===== src/fetch_types_pkg.sv =====
package fetch_types_pkg;

  // ======================================================================
  // widths
  // ======================================================================
  localparam int ADDR_W        = 32;
  localparam int LINE_W        = 128;
  localparam int INST_W        = 32;
  // byte offset inside one 16-byte line
  localparam int LINE_OFFSET_W = 4;

  typedef logic [ADDR_W-1:0]               addr_t;
  typedef logic [ADDR_W-LINE_OFFSET_W-1:0] line_tag_t;
  typedef logic [LINE_W-1:0]               line_data_t;
  typedef logic [INST_W-1:0]               inst_t;

  // ======================================================================
  // queue geometry
  // ======================================================================
  localparam int QUEUE_DEPTH = 2;
  // one wrap bit plus one index bit
  localparam int PTR_W       = 2;

  localparam addr_t     RESET_PC  = 32'h8000_0000;
  localparam line_tag_t RESET_TAG = RESET_PC[ADDR_W-1:LINE_OFFSET_W];

endpackage


===== src/line_bus_pkg.sv =====
package line_bus_pkg;

  // anything but okay marks the line faulty
  typedef logic [1:0] resp_t;

  localparam resp_t RESP_OKAY = 2'b00;

  // ======================================================================
  // read channel sequencing
  // ======================================================================
  typedef enum logic [1:0] {
    // waiting for queue space
    FETCH_IDLE,
    // address presented, waiting for ar_ready
    FETCH_ADDR,
    // waiting for the line
    FETCH_DATA
  } fetch_state_e;

endpackage


===== src/line_fetch_fsm.sv =====
module line_fetch_fsm (
  input  logic                       clk,
  input  logic                       rst_n,
  input  logic                       space_i,
  input  fetch_types_pkg::line_tag_t fetch_tag_i,
  input  logic                       redirect_i,
  input  logic                       ar_ready_i,
  input  logic                       r_valid_i,
  input  line_bus_pkg::resp_t        r_resp_i,
  output logic                       ar_valid_o,
  output fetch_types_pkg::addr_t     ar_addr_o,
  output logic                       r_ready_o,
  output logic                       push_o,
  output logic                       push_err_o
);

  import fetch_types_pkg::*;
  import line_bus_pkg::*;

  fetch_state_e state_q;
  fetch_state_e state_d;
  line_tag_t    req_tag_q;
  logic         drop_q;
  logic         r_done;

  assign r_done = r_valid_i & r_ready_o;

  // ======================================================================
  // state register
  // ======================================================================
  always_comb begin
    state_d = state_q;
    case (state_q)
      FETCH_IDLE: begin
        if (space_i && !redirect_i) begin
          state_d = FETCH_ADDR;
        end
      end
      FETCH_ADDR: begin
        if (ar_ready_i) begin
          state_d = FETCH_DATA;
        end
      end
      FETCH_DATA: begin
        if (r_valid_i) begin
          state_d = FETCH_IDLE;
        end
      end
      default: state_d = FETCH_IDLE;
    endcase
  end

  always_ff @(posedge clk) begin
    if (rst_n) begin
      state_q <= FETCH_IDLE;
    end else begin
      state_q <= state_d;
    end
  end

  // request line is the prefetch tag at the moment the request starts
  always_ff @(posedge clk) begin
    if (state_q == FETCH_IDLE && state_d == FETCH_ADDR) begin
      req_tag_q <= fetch_tag_i;
    end
  end

  // a read flushed mid-flight still finishes on the bus but is not stored
  always_ff @(posedge clk) begin
    if (rst_n) begin
      drop_q <= 1'b0;
    end else if (r_done) begin
      drop_q <= 1'b0;
    end else if (redirect_i && state_q != FETCH_IDLE) begin
      drop_q <= 1'b1;
    end
  end

  assign ar_valid_o = (state_q == FETCH_ADDR);
  assign ar_addr_o  = {req_tag_q, {LINE_OFFSET_W{1'b0}}};
  assign r_ready_o  = (state_q == FETCH_DATA);

  // a redirect on the same edge also makes the arriving line stale
  assign push_o     = r_done & ~drop_q & ~redirect_i;
  assign push_err_o = (r_resp_i != RESP_OKAY);

endmodule


===== src/line_queue_ptrs.sv =====
module line_queue_ptrs (
  input  logic                                clk,
  input  logic                                rst_n,
  input  logic                                push_i,
  input  logic                                advance_i,
  input  logic                                redirect_i,
  input  fetch_types_pkg::line_tag_t          redirect_tag_i,
  output logic                                waddr_o,
  output logic                                raddr_o,
  output fetch_types_pkg::line_tag_t          head_tag_o,
  output fetch_types_pkg::line_tag_t          fetch_tag_o,
  output logic [fetch_types_pkg::PTR_W-1:0]   count_o,
  output logic                                space_o
);

  import fetch_types_pkg::*;

  logic [PTR_W-1:0] wptr_q;
  logic [PTR_W-1:0] rptr_q;
  line_tag_t        head_tag_q;

  // ======================================================================
  // wrap pointers
  // ======================================================================
  always_ff @(posedge clk) begin
    if (rst_n) begin
      wptr_q <= '0;
    end else if (push_i) begin
      wptr_q <= wptr_q + 1'b1;
    end
  end

  // redirect re-bases the queue so it reads as empty
  always_ff @(posedge clk) begin
    if (rst_n) begin
      rptr_q <= '0;
    end else if (redirect_i) begin
      rptr_q <= wptr_q;
    end else if (advance_i) begin
      rptr_q <= rptr_q + 1'b1;
    end
  end

  // line number of the queue head
  always_ff @(posedge clk) begin
    if (rst_n) begin
      head_tag_q <= RESET_TAG;
    end else if (redirect_i) begin
      head_tag_q <= redirect_tag_i;
    end else if (advance_i) begin
      head_tag_q <= head_tag_q + 1'b1;
    end
  end

  // occupancy is the pointer distance so push plus advance cancels out
  assign count_o     = wptr_q - rptr_q;
  assign space_o     = (count_o < QUEUE_DEPTH);
  assign fetch_tag_o = head_tag_q + line_tag_t'(count_o);
  assign head_tag_o  = head_tag_q;
  assign waddr_o     = wptr_q[0];
  assign raddr_o     = rptr_q[0];

endmodule


===== src/line_store.sv =====
module line_store (
  input  logic                        clk,
  input  logic                        we_i,
  input  logic                        waddr_i,
  input  logic                        raddr_i,
  input  fetch_types_pkg::line_data_t wdata_i,
  input  logic                        werr_i,
  output fetch_types_pkg::line_data_t rdata_o,
  output logic                        rerr_o
);

  import fetch_types_pkg::*;

  line_data_t mem_q [QUEUE_DEPTH];
  logic       err_q [QUEUE_DEPTH];

  // ======================================================================
  // line registers
  // ======================================================================
  always_ff @(posedge clk) begin
    if (we_i) begin
      mem_q[waddr_i] <= wdata_i;
      err_q[waddr_i] <= werr_i;
    end
  end

  // a written line shows one cycle later
  assign rdata_o = mem_q[raddr_i];
  assign rerr_o  = err_q[raddr_i];

endmodule


===== src/inst_select.sv =====
module inst_select (
  input  fetch_types_pkg::addr_t              pc_i,
  input  logic                                flush_i,
  input  fetch_types_pkg::line_tag_t          head_tag_i,
  input  logic [fetch_types_pkg::PTR_W-1:0]   count_i,
  input  fetch_types_pkg::line_data_t         line_i,
  input  logic                                line_err_i,
  output logic                                inst_valid_o,
  output logic                                inst_err_o,
  output fetch_types_pkg::inst_t              inst_o,
  output logic                                advance_o,
  output logic                                redirect_o
);

  import fetch_types_pkg::*;

  line_tag_t pc_tag;
  line_tag_t next_tag;
  logic      hit;
  logic      not_empty;
  inst_t     word;

  assign pc_tag    = pc_i[ADDR_W-1:LINE_OFFSET_W];
  assign next_tag  = head_tag_i + 1'b1;
  assign hit       = (pc_tag == head_tag_i);
  assign not_empty = (count_i != '0);

  // pc stepped into the next queued line
  assign advance_o    = (pc_tag == next_tag) & not_empty & ~flush_i;
  assign redirect_o   = flush_i & ~hit;
  assign inst_valid_o = hit & not_empty & ~flush_i;

  // word index from pc[3:2]
  assign word = line_i[{pc_i[LINE_OFFSET_W-1:2], 5'b0} +: INST_W];

  assign inst_o     = inst_valid_o ? word : '0;
  assign inst_err_o = inst_valid_o & line_err_i;

endmodule


===== src/fetch_buffer.sv =====
module fetch_buffer (
  input  logic                        clk,
  input  logic                        rst_n,
  input  fetch_types_pkg::addr_t      pc_i,
  input  logic                        flush_i,
  output logic                        inst_valid_o,
  output fetch_types_pkg::inst_t      inst_o,
  output logic                        inst_err_o,
  input  logic                        ar_ready_i,
  output logic                        ar_valid_o,
  output fetch_types_pkg::addr_t      ar_addr_o,
  input  logic                        r_valid_i,
  input  fetch_types_pkg::line_data_t r_data_i,
  input  line_bus_pkg::resp_t         r_resp_i,
  output logic                        r_ready_o
);

  import fetch_types_pkg::*;

  logic             push;
  logic             push_err;
  logic             advance;
  logic             redirect;
  logic             space;
  logic             waddr;
  logic             raddr;
  line_tag_t        head_tag;
  line_tag_t        fetch_tag;
  logic [PTR_W-1:0] count;
  line_data_t       head_line;
  logic             head_err;

  // ======================================================================
  // read channel
  // ======================================================================
  line_fetch_fsm u_fetch (
    .clk         (clk),
    .rst_n       (rst_n),
    .space_i     (space),
    .fetch_tag_i (fetch_tag),
    .redirect_i  (redirect),
    .ar_ready_i  (ar_ready_i),
    .r_valid_i   (r_valid_i),
    .r_resp_i    (r_resp_i),
    .ar_valid_o  (ar_valid_o),
    .ar_addr_o   (ar_addr_o),
    .r_ready_o   (r_ready_o),
    .push_o      (push),
    .push_err_o  (push_err)
  );

  // ======================================================================
  // line queue
  // ======================================================================
  line_queue_ptrs u_ptrs (
    .clk            (clk),
    .rst_n          (rst_n),
    .push_i         (push),
    .advance_i      (advance),
    .redirect_i     (redirect),
    .redirect_tag_i (pc_i[ADDR_W-1:LINE_OFFSET_W]),
    .waddr_o        (waddr),
    .raddr_o        (raddr),
    .head_tag_o     (head_tag),
    .fetch_tag_o    (fetch_tag),
    .count_o        (count),
    .space_o        (space)
  );

  line_store u_store (
    .clk     (clk),
    .we_i    (push),
    .waddr_i (waddr),
    .raddr_i (raddr),
    .wdata_i (r_data_i),
    .werr_i  (push_err),
    .rdata_o (head_line),
    .rerr_o  (head_err)
  );

  // fetch side
  inst_select u_select (
    .pc_i         (pc_i),
    .flush_i      (flush_i),
    .head_tag_i   (head_tag),
    .count_i      (count),
    .line_i       (head_line),
    .line_err_i   (head_err),
    .inst_valid_o (inst_valid_o),
    .inst_err_o   (inst_err_o),
    .inst_o       (inst_o),
    .advance_o    (advance),
    .redirect_o   (redirect)
  );

endmodule


===== config.mk =====
export PLATFORM = sky130hd
export DESIGN_NAME = fetch_buffer
export DESIGN_NICKNAME = d
export VERILOG_FILES = /design/src/fetch_types_pkg.sv /design/src/line_bus_pkg.sv /design/src/line_fetch_fsm.sv /design/src/line_queue_ptrs.sv /design/src/line_store.sv /design/src/inst_select.sv /design/src/fetch_buffer.sv
export SDC_FILE = /design/constraint.sdc
export NUM_CORES = 1
export LEC_CHECK = 0
export BUFFER_PORTS_ARGS = -buffer_cell sky130_fd_sc_hd__buf_2
export CAP_MARGIN = 30
export CORE_ASPECT_RATIO = 1.4
export CORE_UTILIZATION = 35
export DETAILED_ROUTE_END_ITERATION = 8
export PLACE_DENSITY = 0.5
export SYNTH_ARGS = -nofsm -noshare
export SYNTH_HDL_FRONTEND = slang
export SYNTH_SLANG_ARGS = --single-unit

===== constraint.sdc =====
create_clock -name clk -period 17.6 [get_ports clk]
set_input_delay 1.76 -clock clk [delete_from_list [all_inputs] [get_ports clk]]
set_output_delay 1.76 -clock clk [all_outputs]
set_load 0.05 [all_outputs]

After elaboration in Yosys (flattened, before gate mapping)
Memories as Yosys holds them, arrays and structs flattened. A register that Yosys moved wholly into a read port is not among the register bits. Index checks and enable logic that the tools add are counted.

Add/subtract/negate cells: 5. Order comparisons: 1. Equal/unequal tests: 5. Shift-type cells: 1. Muxes and demuxes: 15. Bitwise logic cells: 13. Reductions and logical operators: 10.

Operators with widths (number): indexed part select 128 x 8 -> 32 bit (1); == test 28 bit (2); two-way mux 28 bit (2); two-way mux 32 bit (1); adder 28 x 1 -> 28 bit (second input constant) (1); adder 28 x 2 -> 28 bit (1); two-way mux 2 bit (5); AND 1 bit (9); nonzero test 2 bit (4); two-way mux 1 bit (6); one-hot mux 2 bit (3 select lines) (1); adder 2 x 1 -> 2 bit (second input constant) (2); == test 2 x 1 -> 1 bit (second input constant) (2); NOT 1 bit (4); logical AND 1 bit (3); == test 2 bit (second input constant) (1); zero test 2 bit (1); less-than comparator 2 bit (second input constant) (1); OR reduction 2 bit (1); subtractor 2 bit (1); zero test 1 bit (1).

Flip-flop bits (word level): 63. RAM bits: 258. Input bits: 167. Output and inout bits: 68. Logic and storage cells: 58. Memories: 2.

Memories: u_store.mem_q (depth 2, bits a word 128, read ports 1, clocked after Yosys merged registers in 1, write ports 1, line line_store.sv:14) `line_data_t mem_q [QUEUE_DEPTH];`; u_store.err_q (depth 2, bits a word 1, read ports 1, clocked after Yosys merged registers in 1, write ports 1, line line_store.sv:15) `logic err_q [QUEUE_DEPTH];`.

Longest topological paths before layout
Depth after elaboration: 9. Mapped depth: 13. Gate-level depth less buffers: 12.

Cells and area by module
Synthesis repeated with hierarchy kept, for this count alone.

Cell total of the unflattened synthesis: 996. Area, all modules: 14880.5 sq um.

Modules (own cells, without submodules): line_store (times used 1, cells each 403, area an instance 9364.0 sq um, seq. area each 7747.4 sq um); line_queue_ptrs (times used 1, cells each 290, area an instance 2331.0 sq um, seq. area each 640.6 sq um); inst_select (times used 1, cells each 252, area an instance 2147.1 sq um, seq. area each 0.0 sq um); line_fetch_fsm (times used 1, cells each 51, area an instance 1038.5 sq um, seq. area each 900.9 sq um).

Least setup slack after synthesis
Ideal clock, no wire load.

Path type: in2reg. Start point: input pc_i[29]. End point: memory u_store.err_q[1], enable pin. Setup time: 0.621 ns. Arrival: 8.522 ns. Required time: 16.979 ns. Setup slack: 8.457 ns. Stages on the path: 8. Buffers on the path: 2. Cell sequence: xnor2_1 nand4_1 nor4_1 a21bo_2 clkbuf_1 clkbuf_1 nand2_1 nor2_1.

Longest elaborated chain between the ends: 7.

RTL lines: start, declared (line fetch_buffer.sv:4) `input fetch_types_pkg::addr_t pc_i,`; == test 28 bit (line inst_select.sv:25) `assign hit = (pc_tag == head_tag_i);`; NOT 1 bit (line inst_select.sv:30) `assign redirect_o = flush_i & ~hit;`; AND 1 bit (line inst_select.sv:30); NOT 1 bit (line line_fetch_fsm.sv:84) `assign push_o = r_done & ~drop_q & ~redirect_i;`; AND 1 bit (line line_fetch_fsm.sv:84); two-way mux 1 bit (line line_store.sv:21) `if (we_i) begin`; two-way mux 1 bit (not written as such) (line line_store.sv:23) `err_q[waddr_i] <= werr_i;`; end, declared (line line_store.sv:15).

No other way between the ends.

Worst setup path after layout
Start point: input pc_i[28]. End point: output inst_o[25].

Longest elaborated chain between the ends: 4.

RTL lines: == test 28 bit (line inst_select.sv:25); AND 1 bit (2 in a row) (line inst_select.sv:31) `assign inst_valid_o = hit & not_empty & ~flush_i;`; two-way mux 32 bit (line inst_select.sv:36) `assign inst_o = inst_valid_o ? word : '0;`; end, declared (line fetch_buffer.sv:7) `output fetch_types_pkg::inst_t inst_o,`.

No other way between the ends.

==> summary.md <==
| Metric | Value |
|---|---|
| Yosys reg bits | `322` |
| CTS resizes | `0` |
| H-tree depth | `2` |
| Most area-consuming cells after synthesis | `edfxtp_1 60%, mux4_2 10%, dfxtp_1 5.0%` |
| CTS Buffer Depth | `3` |
| Tmin final | `5.91 ns` |
| Startpoint types | `primary input` |
| Final Skew | `between 0.015 and 0.02 ns` |
| Initial antenna violation count | `13` |
| Most frequent cells in the layout | `286 x edfxtp_1, 229 x buf_2, 99 x nor2_1, 64 x mux4_2, 50 x xnor2_1` |
| Final WL | `36.2 mm` |
| Placed cell count | `1678` |
| Critical-path maximum fanout | `21` |
| CTS tree | `built` |
| Post-synth EDFFs | `286` |
| Core Box Area | `~40000 um2` |
| Share of layout cells above drive strength 1 | `31.7%` |
| Critical path class | `primary input to output pin` |
| Final Core Density | `42.9%` |
| Vias | `8996` |
| Final Hold Violating Endpoints | `0` |
| CTS sink cnt | `322` |
| Routed WL per cell | `20.7 um` |
| Area grow syn2layout | `20.3%` |
| Clock-pin slew on the worst setup and hold paths | `0.06 ns` |
| Status | `finished clean` |
| Row count | `between 80 and 90` |
| Worst setup EP type | `output pin` |
| Achievable Freq | `roughly 0.17 GHz` |
| Initial core utilization | `35.7%` |
| DRC | `0` |
| Sequential area share after synthesis | `64.7%` |
| Max stage delay cell, worst path | `xnor2_1` |
| Routability cong. | `0.913` |
| Count of final setup violators | `0` |
| Fin crit share | `33.6%` |
| Leakage | `6.01 nW` |
| Vias in the first global route | `9586` |
| First-pass GRT wire length | `55.5 mm` |
| Final ANT Viol Nets | `0` |
| Post-CTS setup buffers | `0` |
| Die Width | `173 um` |
| GRT Overall Usage | `between 15 and 20%` |
| Dpl hpwl | `about 25 mm` |
| Fin. max-slew vios | `0` |
| Detailed Routing Iterations Pass 1 | `4` |
| GRT overflow | `0` |
| RSZ-0062 raised after global routing | `false` |
| Yosys cell types | `a little under 60` |
| DIE AREA | `42000 um2` |
| Pin count of the biggest net entering global routing | `slightly above 60` |
| Height of the die | `~240 um` |
| Avg Inst Size Synth | `roughly 15 um2` |
| Starting DRT DRC Count | `511` |
| Port Buffers | `228` |
| Fin cells | `between 1500 and 2000` |
| Ports | `235` |
| Type of the tightest min-delay check | `register to register` |
| Most common cell after layout, fill and taps aside | `edfxtp_1` |
| Final setup margin | `11.69 ns` |
| Data arrival, critical path | `between 4 and 5 ns` |
| Worst slew margin | `approximately a quarter` |
| Pre-CTS WS | `11.63 ns` |
| Num CTS Buffers | `35` |
| Power per cell area | `102 nW/um2` |
| Synth warn | `0` |
| R2R Setup Slk | `12.97 ns` |
| Clk root buf | `clkbuf_16` |
| Synth Flop Type | `edfxtp_1` |
| Most frequent CP cell | `buf_2` |
| CP max stage delay | `0.46 ns` |
| Post-Syn Area | `14400 um2` |
| Worst Path Required | `15.84 ns` |
| Async set-or-reset flop fraction in the synthesized netlist | `0%` |
| Setup TNS | `0 ns` |
| CP Cell Sequence | `buf_2 > xnor2_1 > nand4_1 > nor4_1 > and2_1 > nand2_2 > buf_12 > nor2_1 > buf_2` |
| Clock latency on the worst-skew pair | `roughly 0.53 ns` |
| Share of the synthesized area in the top cell type | `59.6%` |
| Synthesized instance count | `approximately 970` |
| Nets@finish | `approximately 1400` |
| Maximum vdd drop | `0.0000856 V` |
| Fillers | `3726` |
| Largest area contributor in the netlist | `edfxtp_1` |
| Worst slew pin tran | `roughly 1.1 ns` |
| # Max-Cap Violations | `0` |
| Via density | `roughly 5` |
| Tot Pwr | `around 1.8 mW` |
| Hold_buf cts | `0` |
==> sequential cells by signal, indices dropped and copies added, names as in the netlist, named ones only <==
register,flops
u_fetch.drop_q,1
u_fetch.req_tag_q,28
u_fetch.state_q,2
u_ptrs.head_tag_o,28
u_ptrs.rptr_q,2
u_ptrs.wptr_q,2
u_store.err_q,2
u_store.mem_q,256
==> through the flow <==
step                      hold WS [ns]  cell area [um2]
after detailed placement         0.500            16200
after floorplan                  0.458            14400
after global routing             0.552            17300
after CTS                        0.513            17300
after global placement           0.491            16000
final                            0.510            17300
==> synthesized netlist by cell type (all sizes together) (2+ instances only) <==
cell type	count
buf	31
ha	4
edfxtp	286
xor2	18
or4b	5
a2111oi	4
nor2	101
nor4b	6
mux4	64
nand3	21
and2	2
o22ai	8
and3	9
a22oi	4
nand2	42
a21oi	7
clkbuf	38
o21ai	9
mux2i	39
o31ai	3
nor3	24
or2	3
nor2b	4
or3	9
and3b	3
and4	9
inv	9
o21a	4
nor3b	6
o211ai	3
or4	7
nor4	32
nand2b	3
a211oi	18
a31oi	2
dfxtp	36
a311oi	4
xnor2	50
nand4	26
==> kinds of logic after synthesis <==
logic type      Yosys count  share of synthesized area (%)
compound gates           72                           3.54
xor+xnor                 69                           4.29
fa+ha+maj                 5                          0.487
buf+inv                  78                           2.40
flops                   322                           64.7
mux                     104                           12.8
other cells               1                         0.0260
simple gates            314                           11.8
==> metal layers <==
layer / routed length (um) / share of wire [%] / up-vias / global-route usage [%]
met5: 121 / 0.33 / - / 0
met4: 1250 / 3.4 / 18 / 7.47
met1: 13300 / 37 / 4438 / 18.3
li1: - / - / 4223 / -
met2: 19300 / 53 / 228 / 31.8
met3: 2210 / 6.1 / 89 / 4.55
==> cell type report <==
class                           count  area, um2  area share (%)
Sequential cell                   322       9310            53.8
Clock inverter                     22        250            1.44
Inverter                            9       33.8           0.195
Timing Repair Buffer              246       1370            7.89
Multi-Input combinational cell    568       4780            27.6
Antenna cell                        4       10.0          0.0578
Clock buffer                       41        898            5.19
Tap cell                          534        668            3.86
==> power breakdown <==
group / switching, mW / internal (mW)
Clock: 0.302 / 0.440
Sequential: 0.0198 / 0.849
Combinational: 0.0948 / 0.0620
Total: 0.416 / 1.35
==> path summary, 6_finish.rpt <==
kind | to | start | cells past startpoint
worst min register to register | u_fetch.drop_q | u_fetch.drop_q | 2
worst min-delay path | u_fetch.drop_q | u_fetch.drop_q | 2
worst max-delay path | inst_o[25] | pc_i[28] | 9
worst max register to register | u_ptrs.head_tag_o[18] | u_ptrs.head_tag_o[1] | 9
==> critical path: cells and delay by family <==
family / cells / cell delay, ns
xor+xnor: 1 / 0.46
buf+inv: 3 / 0.68
simple gates: 5 / 1.23
(Power assumes the default switching activity.)
